`config.mk`:
```
export PLATFORM = sky130hd
export DESIGN_NAME = muldiv_unit
export DESIGN_NICKNAME = d
export VERILOG_FILES = /design/src/rtl/muldiv_pkg.sv /design/src/rtl/md_multiplier.sv /design/src/rtl/md_divider.sv /design/src/rtl/muldiv_unit.sv
export SDC_FILE = /design/constraint.sdc
export NUM_CORES = 2
export LEC_CHECK = 0
export BUFFER_PORTS_ARGS = -buffer_cell sky130_fd_sc_hd__buf_4
export CAP_MARGIN = 10
export CORE_MARGIN = 3
export CORE_UTILIZATION = 50
export DETAILED_ROUTE_END_ITERATION = 10
export PLACE_DENSITY = 0.66
export SLEW_MARGIN = 20
export SYNTH_ARGS = -nofsm -noshare
export SYNTH_HDL_FRONTEND = slang
export SYNTH_SLANG_ARGS = --single-unit
```
`constraint.sdc`:
```
create_clock -name clk_i -period 69.5 [get_ports clk_i]
set_input_delay 0 -clock clk_i [delete_from_list [all_inputs] [get_ports clk_i]]
set_output_delay 0 -clock clk_i [all_outputs]
set_load 0.05 [all_outputs]
```
`src/rtl/muldiv_pkg.sv`:
```
package muldiv_pkg;

    ////////////////////////////////////////
    // M-extension operations
    ////////////////////////////////////////

    // encoded as the funct3 field, bit 2 set for the divide class
    typedef enum logic [2:0] {
        OP_MUL    = 3'b000, // low word
        OP_MULH   = 3'b001, // signed x signed, high word
        OP_MULHSU = 3'b010, // signed x unsigned, high word
        OP_MULHU  = 3'b011, // unsigned x unsigned, high word
        OP_DIV    = 3'b100,
        OP_DIVU   = 3'b101,
        OP_REM    = 3'b110,
        OP_REMU   = 3'b111
    } md_op_e;

    ////////////////////////////////////////
    // divider FSM
    ////////////////////////////////////////

    typedef enum logic [2:0] {
        DIV_IDLE = 3'd0,
        DIV_LOAD = 3'd1, // operand magnitudes
        DIV_ITER = 3'd2, // DIV_STEPS bits per cycle
        DIV_FIX  = 3'd3, // restore remainder, last quotient bit
        DIV_SIGN = 3'd4, // sign correction, result out
        DIV_DONE = 3'd5  // shortcut result held
    } div_state_e;

endpackage

```
`src/rtl/md_multiplier.sv`:
```
`timescale 1ns/1ps

module md_multiplier (
    input  logic               clk_i,
    input  logic               rst_i,
    input  logic               start_i,
    input  muldiv_pkg::md_op_e op_i,
    input  logic [31:0]        rs1_i,
    input  logic [31:0]        rs2_i,
    output logic [31:0]        product_o,
    output logic               done_o
);

    logic               a_sext;
    logic               b_sext;
    logic signed [32:0] a_q;
    logic signed [32:0] b_q;
    logic               hi_q;
    logic               s1_valid_q;
    logic               s2_valid_q;
    logic signed [65:0] full_prod;
    logic [31:0]        product_q;

    // MUL low word does not care about operand signs
    assign a_sext = (op_i == muldiv_pkg::OP_MULH) || (op_i == muldiv_pkg::OP_MULHSU);
    assign b_sext = (op_i == muldiv_pkg::OP_MULH);

    ////////////////////////////////////////
    // stage one, extended operands
    ////////////////////////////////////////

    always_ff @(posedge clk_i) begin
        if (start_i) begin
            a_q  <= {a_sext & rs1_i[31], rs1_i};
            b_q  <= {b_sext & rs2_i[31], rs2_i};
            hi_q <= (op_i != muldiv_pkg::OP_MUL);
        end
    end

    ////////////////////////////////////////
    // stage two, product half
    ////////////////////////////////////////

    assign full_prod = a_q * b_q;

    always_ff @(posedge clk_i) begin
        if (s1_valid_q) begin
            product_q <= hi_q ? full_prod[63:32] : full_prod[31:0];
        end
    end

    always_ff @(posedge clk_i) begin
        if (!rst_i) begin
            s1_valid_q <= 1'b0;
            s2_valid_q <= 1'b0;
        end else begin
            s1_valid_q <= start_i;
            s2_valid_q <= s1_valid_q;
        end
    end

    assign product_o = product_q;
    assign done_o    = s2_valid_q;

endmodule

```
`src/rtl/md_divider.sv`:
```
`timescale 1ns/1ps

module md_divider #(
    parameter int DIV_STEPS = 8
) (
    input  logic        clk_i,
    input  logic        rst_i,
    input  logic        start_i,
    input  logic        signed_i,
    input  logic [31:0] dividend_i,
    input  logic [31:0] divisor_i,
    output logic [31:0] quotient_o,
    output logic [31:0] remainder_o,
    output logic        done_o,
    output logic        busy_o
);

    localparam int ITERS = 32 / DIV_STEPS;
    localparam int CNT_W = $clog2(ITERS + 1);

    muldiv_pkg::div_state_e state_q;
    muldiv_pkg::div_state_e state_d;

    logic [32:0]      rem_q;     // partial remainder, bit 32 is the sign
    logic [31:0]      quo_q;     // dividend shifting out, quotient shifting in
    logic [31:0]      dvs_q;
    logic [32:0]      rem_step;
    logic [31:0]      quo_step;
    logic [CNT_W-1:0] cnt_q;
    logic             signed_q;
    logic             neg_quo_q;
    logic             neg_rem_q;
    logic             accept;
    logic             div_zero;
    logic             overflow;
    logic             too_big;
    logic             shortcut;

    assign busy_o = (state_q != muldiv_pkg::DIV_IDLE) && (state_q != muldiv_pkg::DIV_SIGN);
    assign done_o = (state_q == muldiv_pkg::DIV_SIGN);
    assign accept = start_i && !busy_o; // also taken in the done cycle

    assign div_zero = (divisor_i == 32'd0);
    assign overflow = signed_i && (dividend_i == 32'h8000_0000) && (divisor_i == 32'hffff_ffff);
    assign too_big  = !signed_i && (divisor_i > dividend_i);
    assign shortcut = div_zero || overflow || too_big;

    always_comb begin
        state_d = state_q;
        case (state_q)
            muldiv_pkg::DIV_LOAD: state_d = muldiv_pkg::DIV_ITER;
            muldiv_pkg::DIV_ITER: begin
                if (cnt_q == CNT_W'(1)) begin
                    state_d = muldiv_pkg::DIV_FIX;
                end
            end
            muldiv_pkg::DIV_FIX:  state_d = muldiv_pkg::DIV_SIGN;
            muldiv_pkg::DIV_DONE: state_d = muldiv_pkg::DIV_SIGN; // flags cleared, pass through
            default:              state_d = muldiv_pkg::DIV_IDLE;
        endcase
        if (accept) begin
            state_d = shortcut ? muldiv_pkg::DIV_DONE : muldiv_pkg::DIV_LOAD;
        end
    end

    ////////////////////////////////////////
    // non-restoring steps, quotient bit lags one step
    ////////////////////////////////////////

    always_comb begin
        logic        sign_bit;
        logic [32:0] shifted;
        rem_step = rem_q;
        quo_step = quo_q;
        for (int i = 0; i < DIV_STEPS; i++) begin
            sign_bit = rem_step[32];
            shifted  = {rem_step[31:0], quo_step[31]};
            if (sign_bit) begin
                rem_step = shifted + {1'b0, dvs_q};
            end else begin
                rem_step = shifted - {1'b0, dvs_q};
            end
            quo_step = {quo_step[30:0], ~sign_bit}; // first bit shifts out in fix
        end
    end

    always_ff @(posedge clk_i) begin
        if (!rst_i) begin
            state_q   <= muldiv_pkg::DIV_IDLE;
            cnt_q     <= '0;
            signed_q  <= 1'b0;
            neg_quo_q <= 1'b0;
            neg_rem_q <= 1'b0;
        end else begin
            state_q <= state_d;
            if (accept) begin
                signed_q  <= signed_i;
                neg_quo_q <= 1'b0;
                neg_rem_q <= 1'b0;
            end else if (state_q == muldiv_pkg::DIV_LOAD) begin
                neg_quo_q <= signed_q && (quo_q[31] ^ dvs_q[31]);
                neg_rem_q <= signed_q && quo_q[31]; // follows the dividend
                cnt_q     <= CNT_W'(ITERS);
            end else if (state_q == muldiv_pkg::DIV_ITER) begin
                cnt_q <= cnt_q - 1'b1;
            end
        end
    end

    always_ff @(posedge clk_i) begin
        if (accept) begin
            if (div_zero) begin
                quo_q <= 32'hffff_ffff;
                rem_q <= {1'b0, dividend_i};
            end else if (overflow) begin
                quo_q <= dividend_i;
                rem_q <= '0;
            end else if (too_big) begin
                quo_q <= 32'd0;
                rem_q <= {1'b0, dividend_i};
            end else begin
                quo_q <= dividend_i;
                dvs_q <= divisor_i;
                rem_q <= '0;
            end
        end else begin
            case (state_q)
                muldiv_pkg::DIV_LOAD: begin
                    if (signed_q && quo_q[31]) begin
                        quo_q <= -quo_q;
                    end
                    if (signed_q && dvs_q[31]) begin
                        dvs_q <= -dvs_q;
                    end
                end
                muldiv_pkg::DIV_ITER: begin
                    rem_q <= rem_step;
                    quo_q <= quo_step;
                end
                muldiv_pkg::DIV_FIX: begin
                    quo_q <= {quo_q[30:0], ~rem_q[32]};
                    if (rem_q[32]) begin
                        rem_q <= rem_q + {1'b0, dvs_q};
                    end
                end
                default: ;
            endcase
        end
    end

    assign quotient_o  = neg_quo_q ? -quo_q : quo_q;
    assign remainder_o = neg_rem_q ? -rem_q[31:0] : rem_q[31:0];

endmodule

```
`src/rtl/muldiv_unit.sv`:
```
`timescale 1ns/1ps

module muldiv_unit #(
    parameter int DIV_STEPS = 8
) (
    input  logic               clk_i,
    input  logic               rst_i,
    input  logic               req_i,
    input  muldiv_pkg::md_op_e op_i,
    input  logic [31:0]        rs1_i,
    input  logic [31:0]        rs2_i,
    output logic [31:0]        result_o,
    output logic               valid_o,
    output logic               busy_o
);

    logic        is_div;
    logic        take;
    logic        mul_start;
    logic        div_start;
    logic        div_signed;
    logic        rem_sel_q;
    logic [31:0] product;
    logic [31:0] quotient;
    logic [31:0] remainder;
    logic        mul_done;
    logic        div_done;
    logic        div_busy;

    ////////////////////////////////////////
    // request steering
    ////////////////////////////////////////

    assign is_div     = op_i[2]; // funct3 divide class
    assign take       = req_i && !div_busy;
    assign mul_start  = take && !is_div;
    assign div_start  = take && is_div;
    assign div_signed = (op_i == muldiv_pkg::OP_DIV) || (op_i == muldiv_pkg::OP_REM);

    always_ff @(posedge clk_i) begin
        if (!rst_i) begin
            rem_sel_q <= 1'b0;
        end else if (div_start) begin
            rem_sel_q <= (op_i == muldiv_pkg::OP_REM) || (op_i == muldiv_pkg::OP_REMU);
        end
    end

    md_multiplier i_md_multiplier (
        .clk_i     (clk_i),
        .rst_i     (rst_i),
        .start_i   (mul_start),
        .op_i      (op_i),
        .rs1_i     (rs1_i),
        .rs2_i     (rs2_i),
        .product_o (product),
        .done_o    (mul_done)
    );

    md_divider #(
        .DIV_STEPS (DIV_STEPS)
    ) i_md_divider (
        .clk_i       (clk_i),
        .rst_i       (rst_i),
        .start_i     (div_start),
        .signed_i    (div_signed),
        .dividend_i  (rs1_i),
        .divisor_i   (rs2_i),
        .quotient_o  (quotient),
        .remainder_o (remainder),
        .done_o      (div_done),
        .busy_o      (div_busy)
    );

    // busy blocks issue, so the two streams never collide
    assign result_o = div_done ? (rem_sel_q ? remainder : quotient) : product;
    assign valid_o  = mul_done || div_done;
    assign busy_o   = div_busy;

endmodule

```
**After elaboration in Yosys (flattened, before gate mapping)**

Cells that the tools add are included.

- Logic and storage cells: 143
- Register bits: 208
- Input bits: 70

- Add/subtract/negate cells: 21
- Mux-type cells: 37
- Reduce and logical (&&, ||, !) cells: 34
- Multipliers: 1
- Equal/unequal tests: 20
- Bitwise logic cells: 13
- Magnitude comparators: 1

Operators with widths:

| operator | number |
|---|---|
| 32-bit 2-to-1 mux | 17 |
| 33-bit 2-to-1 mux | 12 |
| 33-bit by 32-bit adder with 33-bit output | 9 |
| 33-bit by 32-bit subtractor with 33-bit output | 8 |
| 32-bit negation | 3 |
| 32-bit case mux with 3 select lines | 1 |
| 33-bit case mux with 2 select lines | 1 |
| 32-bit == test, second input constant | 2 |
| 33-bit by 33-bit multiplier with 64-bit output | 1 |
| 32-bit greater-than comparator | 1 |
| 32-bit logical NOT | 1 |
| 3-bit == test, second input constant | 5 |
| 3-bit 2-to-1 mux | 5 |
| 1-bit logical AND | 11 |
| 1-bit NOT | 10 |
| 3-bit by 1-bit == test with 1-bit output, second input constant | 3 |
| 3-bit by 2-bit == test with 1-bit output, second input constant | 3 |
| 3-bit case mux with 3 select lines | 1 |
| 3-bit nonzero test | 3 |
| 1-bit logical OR | 6 |
| 2-bit != test, second input constant | 3 |
| 3-bit by 1-bit != test with 1-bit output, second input constant | 2 |
| 2-bit AND reduction | 3 |
| 2-bit nonzero test | 3 |
| other kinds (9) | 13 |

**Depth between registers and ports, before layout**

- Word-level depth: 18
- Mapped depth: 127

**Cells and area by module**

Synthesis repeated with hierarchy kept, for this count alone.

- Cells, all modules: 7971
- Area, all modules: 68650.8 um^2

By module, submodules not included:

| module | cells each | area an instance (um^2) | times used |
|---|---|---|---|
| md_multiplier | 4352 | 41905.2 | 1 |
| md_divider | 3504 | 25973.7 | 1 |
| muldiv_unit | 115 | 772.0 | 1 |

**Least setup slack after synthesis**

No wires, ideal clock.

- Path type: register to register
- From: reg i_md_divider.dvs_q[0]
- To: reg i_md_divider.rem_q[32], data pin
- Required time: 69.231 ns
- Stages on the path, launching flop included: 123
- Data arrival time: 27.570 ns
- Buffers on the path: 9
- Setup slack: 41.661 ns
- Clock period less this slack: 27.839 ns
- Setup time: 0.269 ns
- Path through: edfxtp_1 nor3_4 nand3_2 or4_1 or3_1 or3_1 buf_2 or3_1 or3_1 or3_1 buf_2 nor3_1 nor2_1 xor2_1 ha_1 a21o_1 a21o_1 a21oi_1 [... 87 more ...] o21ai_1 nand2_1 mux2_2 fa_1 a21o_1 a21oi_1 o21bai_1 a21oi_1 a221o_1 a31oi_1 a211o_1 a31oi_1 o22ai_1 a211oi_1 xor2_1 nor3_1 a2111oi_0 nand2_1

- Cells in the longest elaborated chain, start to end: 18
- Elaborated cells on any way between the ends: 28
- Those cells by class: 17 x add/sub; 11 x mux

RTL lines:

| element | line | RTL |
|---|---|---|
| from (decl) | md_divider.sv:26 | `logic [31:0] dvs_q;` |
| from (signal assigned) | md_divider.sv:123 | `dvs_q <= divisor_i;` |
| from (signal assigned) | md_divider.sv:133 | `dvs_q <= -dvs_q;` |
| 33-bit by 32-bit subtractor with 33-bit output or 33-bit by 32-bit adder with 33-bit output (tied branches) | md_divider.sv:81, md_divider.sv:79 |  |
| 33-bit 2-to-1 mux | md_divider.sv:78 | `if (sign_bit) begin` |
| 33-bit by 32-bit subtractor with 33-bit output or 33-bit by 32-bit adder with 33-bit output (tied branches) | md_divider.sv:81, md_divider.sv:79 |  |
| 33-bit 2-to-1 mux | md_divider.sv:78 |  |
| 33-bit by 32-bit subtractor with 33-bit output or 33-bit by 32-bit adder with 33-bit output (tied branches) | md_divider.sv:81, md_divider.sv:79 |  |
| 33-bit 2-to-1 mux | md_divider.sv:78 |  |
| 33-bit by 32-bit subtractor with 33-bit output or 33-bit by 32-bit adder with 33-bit output (tied branches) | md_divider.sv:81, md_divider.sv:79 |  |
| 33-bit 2-to-1 mux | md_divider.sv:78 |  |
| [... 2 more ...] | - |  |
| 33-bit by 32-bit subtractor with 33-bit output or 33-bit by 32-bit adder with 33-bit output (tied branches) | md_divider.sv:81, md_divider.sv:79 |  |
| 33-bit 2-to-1 mux | md_divider.sv:78 |  |
| 33-bit by 32-bit subtractor with 33-bit output or 33-bit by 32-bit adder with 33-bit output (tied branches) | md_divider.sv:81, md_divider.sv:79 |  |
| 33-bit 2-to-1 mux | md_divider.sv:78 |  |
| 33-bit by 32-bit subtractor with 33-bit output or 33-bit by 32-bit adder with 33-bit output (tied branches) | md_divider.sv:81, md_divider.sv:79 |  |
| 33-bit 2-to-1 mux | md_divider.sv:78 |  |
| 33-bit case mux with 2 select lines (*) | md_divider.sv:127 | `case (state_q)` |
| 33-bit 2-to-1 mux (*) | md_divider.sv:111 | `if (accept) begin` |
| to (signal assigned) | md_divider.sv:114 | `rem_q <= {1'b0, dividend_i};` |
| to (signal assigned) | md_divider.sv:120 | `rem_q <= {1'b0, dividend_i};` |
| to (signal assigned) | md_divider.sv:137 | `rem_q <= rem_step;` |
| to (decl) | md_divider.sv:24 | `logic [32:0] rem_q;` |

Mark *: on every way between the ends. The rest lies on a longest branch, timed or not. The select of a mux whose other input is x is not followed.
A chain may end at the register's enable or synchronous reset.

**Worst setup path after layout**

- From: reg i_md_divider.dvs_q[2]
- To: reg i_md_divider.rem_q[32], data pin

The elaborated chain is that of the path after synthesis.

==> out/metrics.cfg <==
[timing]
max_freq_ghz = 0.0286
finClkSkew_ns = 0.0282
fin_setup_tns_ns = 0
post-route-min-period_ns = 35.00
finalCritPeriodShare_pct = 50.4
whs_ns = 0.178
setup-violations-final = 0
max_slew.worst_pin.slew_ns = 1.23
finalHoldViolations = 0
drv_slew = 0
slew_headroom_pct = 17.3
rsz0062_at_grt = false

[synthesis]
synthTopCellsByArea = fa_1, ha_1, edfxtp_1
yosys.area.top_type_share_pct = 34.0
syn_inst = 7763
ys_ff_latch = 208
synth.avg_cell_area_um2 = 8.61
async_flop_share_pct = 0
ys_warn_count = 0
synth_edf_count = 196
synth_top_cell_by_area = fa_1
netlist_area_um2 = 66800
ys_seq_area_share_pct = 9.17
ys_types = 91
synth_nets = 9504
synth_ff_type = edfxtp_1

[routing]
vias = 56500
wl_per_cell_um = 25.9
via_per_inst = 5.94
drc = 0
antenna_left = 0
wl_mm = 247
first_pass_iters = 5
first_iter_violations = 4915

[setup_path]
timing.rr.start = i_md_divider.dvs_q[2]
required_ns = 69.86
critPathLaunch = i_md_divider.dvs_q[2]
cp_top_family = compound AO/OA/AOI/OAI gates
path_max_fanout = 36
cpMaxStageDelayCell = or4_1
critical_path_buf_inv_count = 6
cp-end-kind = register
crit_path_start_kind = register
cp_slowest_stage_delay_ns = 0.75
cpMostUsedCell = xnor2_1
worstSetupPathType = register to register
worstPathArrival_ns = 35.36

[placed_design]
dp_hpwl_mm = 189
numPortBuffers = 103
dpl-instance-area_um2 = 69400
gp_congestion = 1.01

[min_path]
hp-class = primary input to register
hold_start = req_i

[clock_tree]
clkLatencyLatePin_ns = 0.62
cts.clk_slew.worst_paths_ns = 0.07
clk_path_buf_depth = 3
cts_inserted_buffers = 28
root_buffer = clkbuf_16
cts_tree = done
htree_levels = 1
cts.sinks = 208
cts_resized = 0

[global_routing]
gr-total-overflow = 0
track_usage_pct = 36.1
grt_pass1_wl_mm = 369
grt_max_degree = 81
grt_pass1_vias = 58700
antenna_found_initial = 16

[status]
outcome = completed

[finish]
fin_area_um2 = 71200
drive_gt1_share_pct = 4.38
final_util_pct = 53.9
area_growth_syn_to_layout_pct = 6.51
final_net_count = 9467

[job]
max-cap-violations = 0

[die]
rows = 133
dieArea_um2 = 138000
die_h_um = 372
num_io_pins = 104
die_w_um = 372
core_area_um2 = 132000
initial_utilization_pct = 50.6

-- area by class of cell --
cell class	count	area, um2
Timing Repair Buffer	306	2490
Clock inverter	17	221
Fill cell	12300	61000
Clock buffer	35	747
Tap cell	1755	2200
Antenna cell	12	30.0
Sequential cell	208	6130
Multi-Input combinational cell	6029	55000
Inverter	1153	4330
-- metal layers --
metal	global-route usage, %	part of all wire [%]	vias to the layer above	routed length [um]
met1	41.8	35	28100	87000
met3	6.53	8.5	826	20900
met4	27.4	9.6	0	23600
li1	-	-	24800	-
met2	59.5	47	2773	115000
met5	0	0	-	0
-- kinds of logic (layout without fill, tap and decap cells) --
family | after synthesis | after routing | synth area share [%]
other | 0 | 12 | 0
adders and majority gates | 1671 | 1671 | 44.0
xor gates and xnor gates | 682 | 682 | 9.01
DFF | 208 | 208 | 9.17
buffers and inverters | 1526 | 1511 | 8.61
AOI/OAI and AO/OA | 1244 | 1244 | 11.8
muxes | 75 | 75 | 1.14
and+or+nand+nor | 2357 | 2357 | 16.3
-- final timing paths --
kind	to	slack (ns)	cells after the start
hold / removal	i_md_divider.neg_rem_q	0.18	5
hold reg to reg	i_md_multiplier.done_o	0.46	1
setup / recovery	i_md_divider.rem_q[32]	34.50	118
setup reg to reg	i_md_divider.rem_q[32]	34.50	118
-- cell usage after synthesis (85+ instances only) --
master,instances
a21o_1,160
a21oi_1,403
and2_1,294
clkbuf_1,340
edfxtp_1,196
fa_1,1134
ha_1,537
inv_1,1151
nand2_1,1217
nand2b_1,121
nor2_1,305
nor3_1,85
o21ai_0,261
xnor2_1,497
xor2_1,182
-- registers in the layout, summed over array words and instances (netlist names) --
register and count:
rem_sel_q 1, i_md_multiplier.s1_valid_q 1, i_md_divider.neg_quo_q 1, i_md_divider.dvs_q 32
i_md_multiplier.b_q 33, i_md_multiplier.done_o 1, i_md_divider.rem_q 33, i_md_multiplier.hi_q 1
i_md_divider.cnt_q 3, i_md_divider.state_q 3, i_md_multiplier.a_q 33, i_md_multiplier.product_o 32
i_md_divider.neg_rem_q 1, i_md_divider.signed_q 1, i_md_divider.quo_q 32
-- tightest hold or removal path: cells and delay by family --
family,cells,cell delay [ns]
AOI/OAI and AO/OA,1,0.04
buffers and inverters,2,0.39
and+or+nand+nor,2,0.31
-- stage by stage --
stage,std cells,worst slack (ns)
floorplan,7763,41.66
detailed placement,9380,35.01
global route,9503,32.28
finish,9515,34.50
global placement,9380,35.26
CTS,9502,34.90
-- cell usage in the layout, fill, tap and decap left out, drive strengths merged, types with 70 or more instances in the layout --
| master | Yosys | layout |
|---|---|---|
| nand2 | 1217 | 1217 |
| inv | 1152 | 1152 |
| fa | 1134 | 1134 |
| ha | 537 | 537 |
| xnor2 | 498 | 498 |
| a21oi | 404 | 404 |
| nor2 | 305 | 305 |
| and2 | 296 | 296 |
| o21ai | 268 | 268 |
| buf | 33 | 236 |
| edfxtp | 196 | 196 |
| xor2 | 182 | 182 |
| a21o | 160 | 160 |
| nand2b | 121 | 121 |
| nor3 | 91 | 91 |
| nand3 | 76 | 76 |
| dlygate4sd3 | 0 | 70 |
-- timing repair --
action                                  4_1_cts  5_1_grt
hold buffers                                 70        0
setup buffers                                 0        0
endpoints found under the hold margin       171        0
endpoints found under the setup margin        0        0
Power is left out: the tool's default activity adds up to more than one toggle a clock period on the data nets, which glitch-free logic cannot reach.
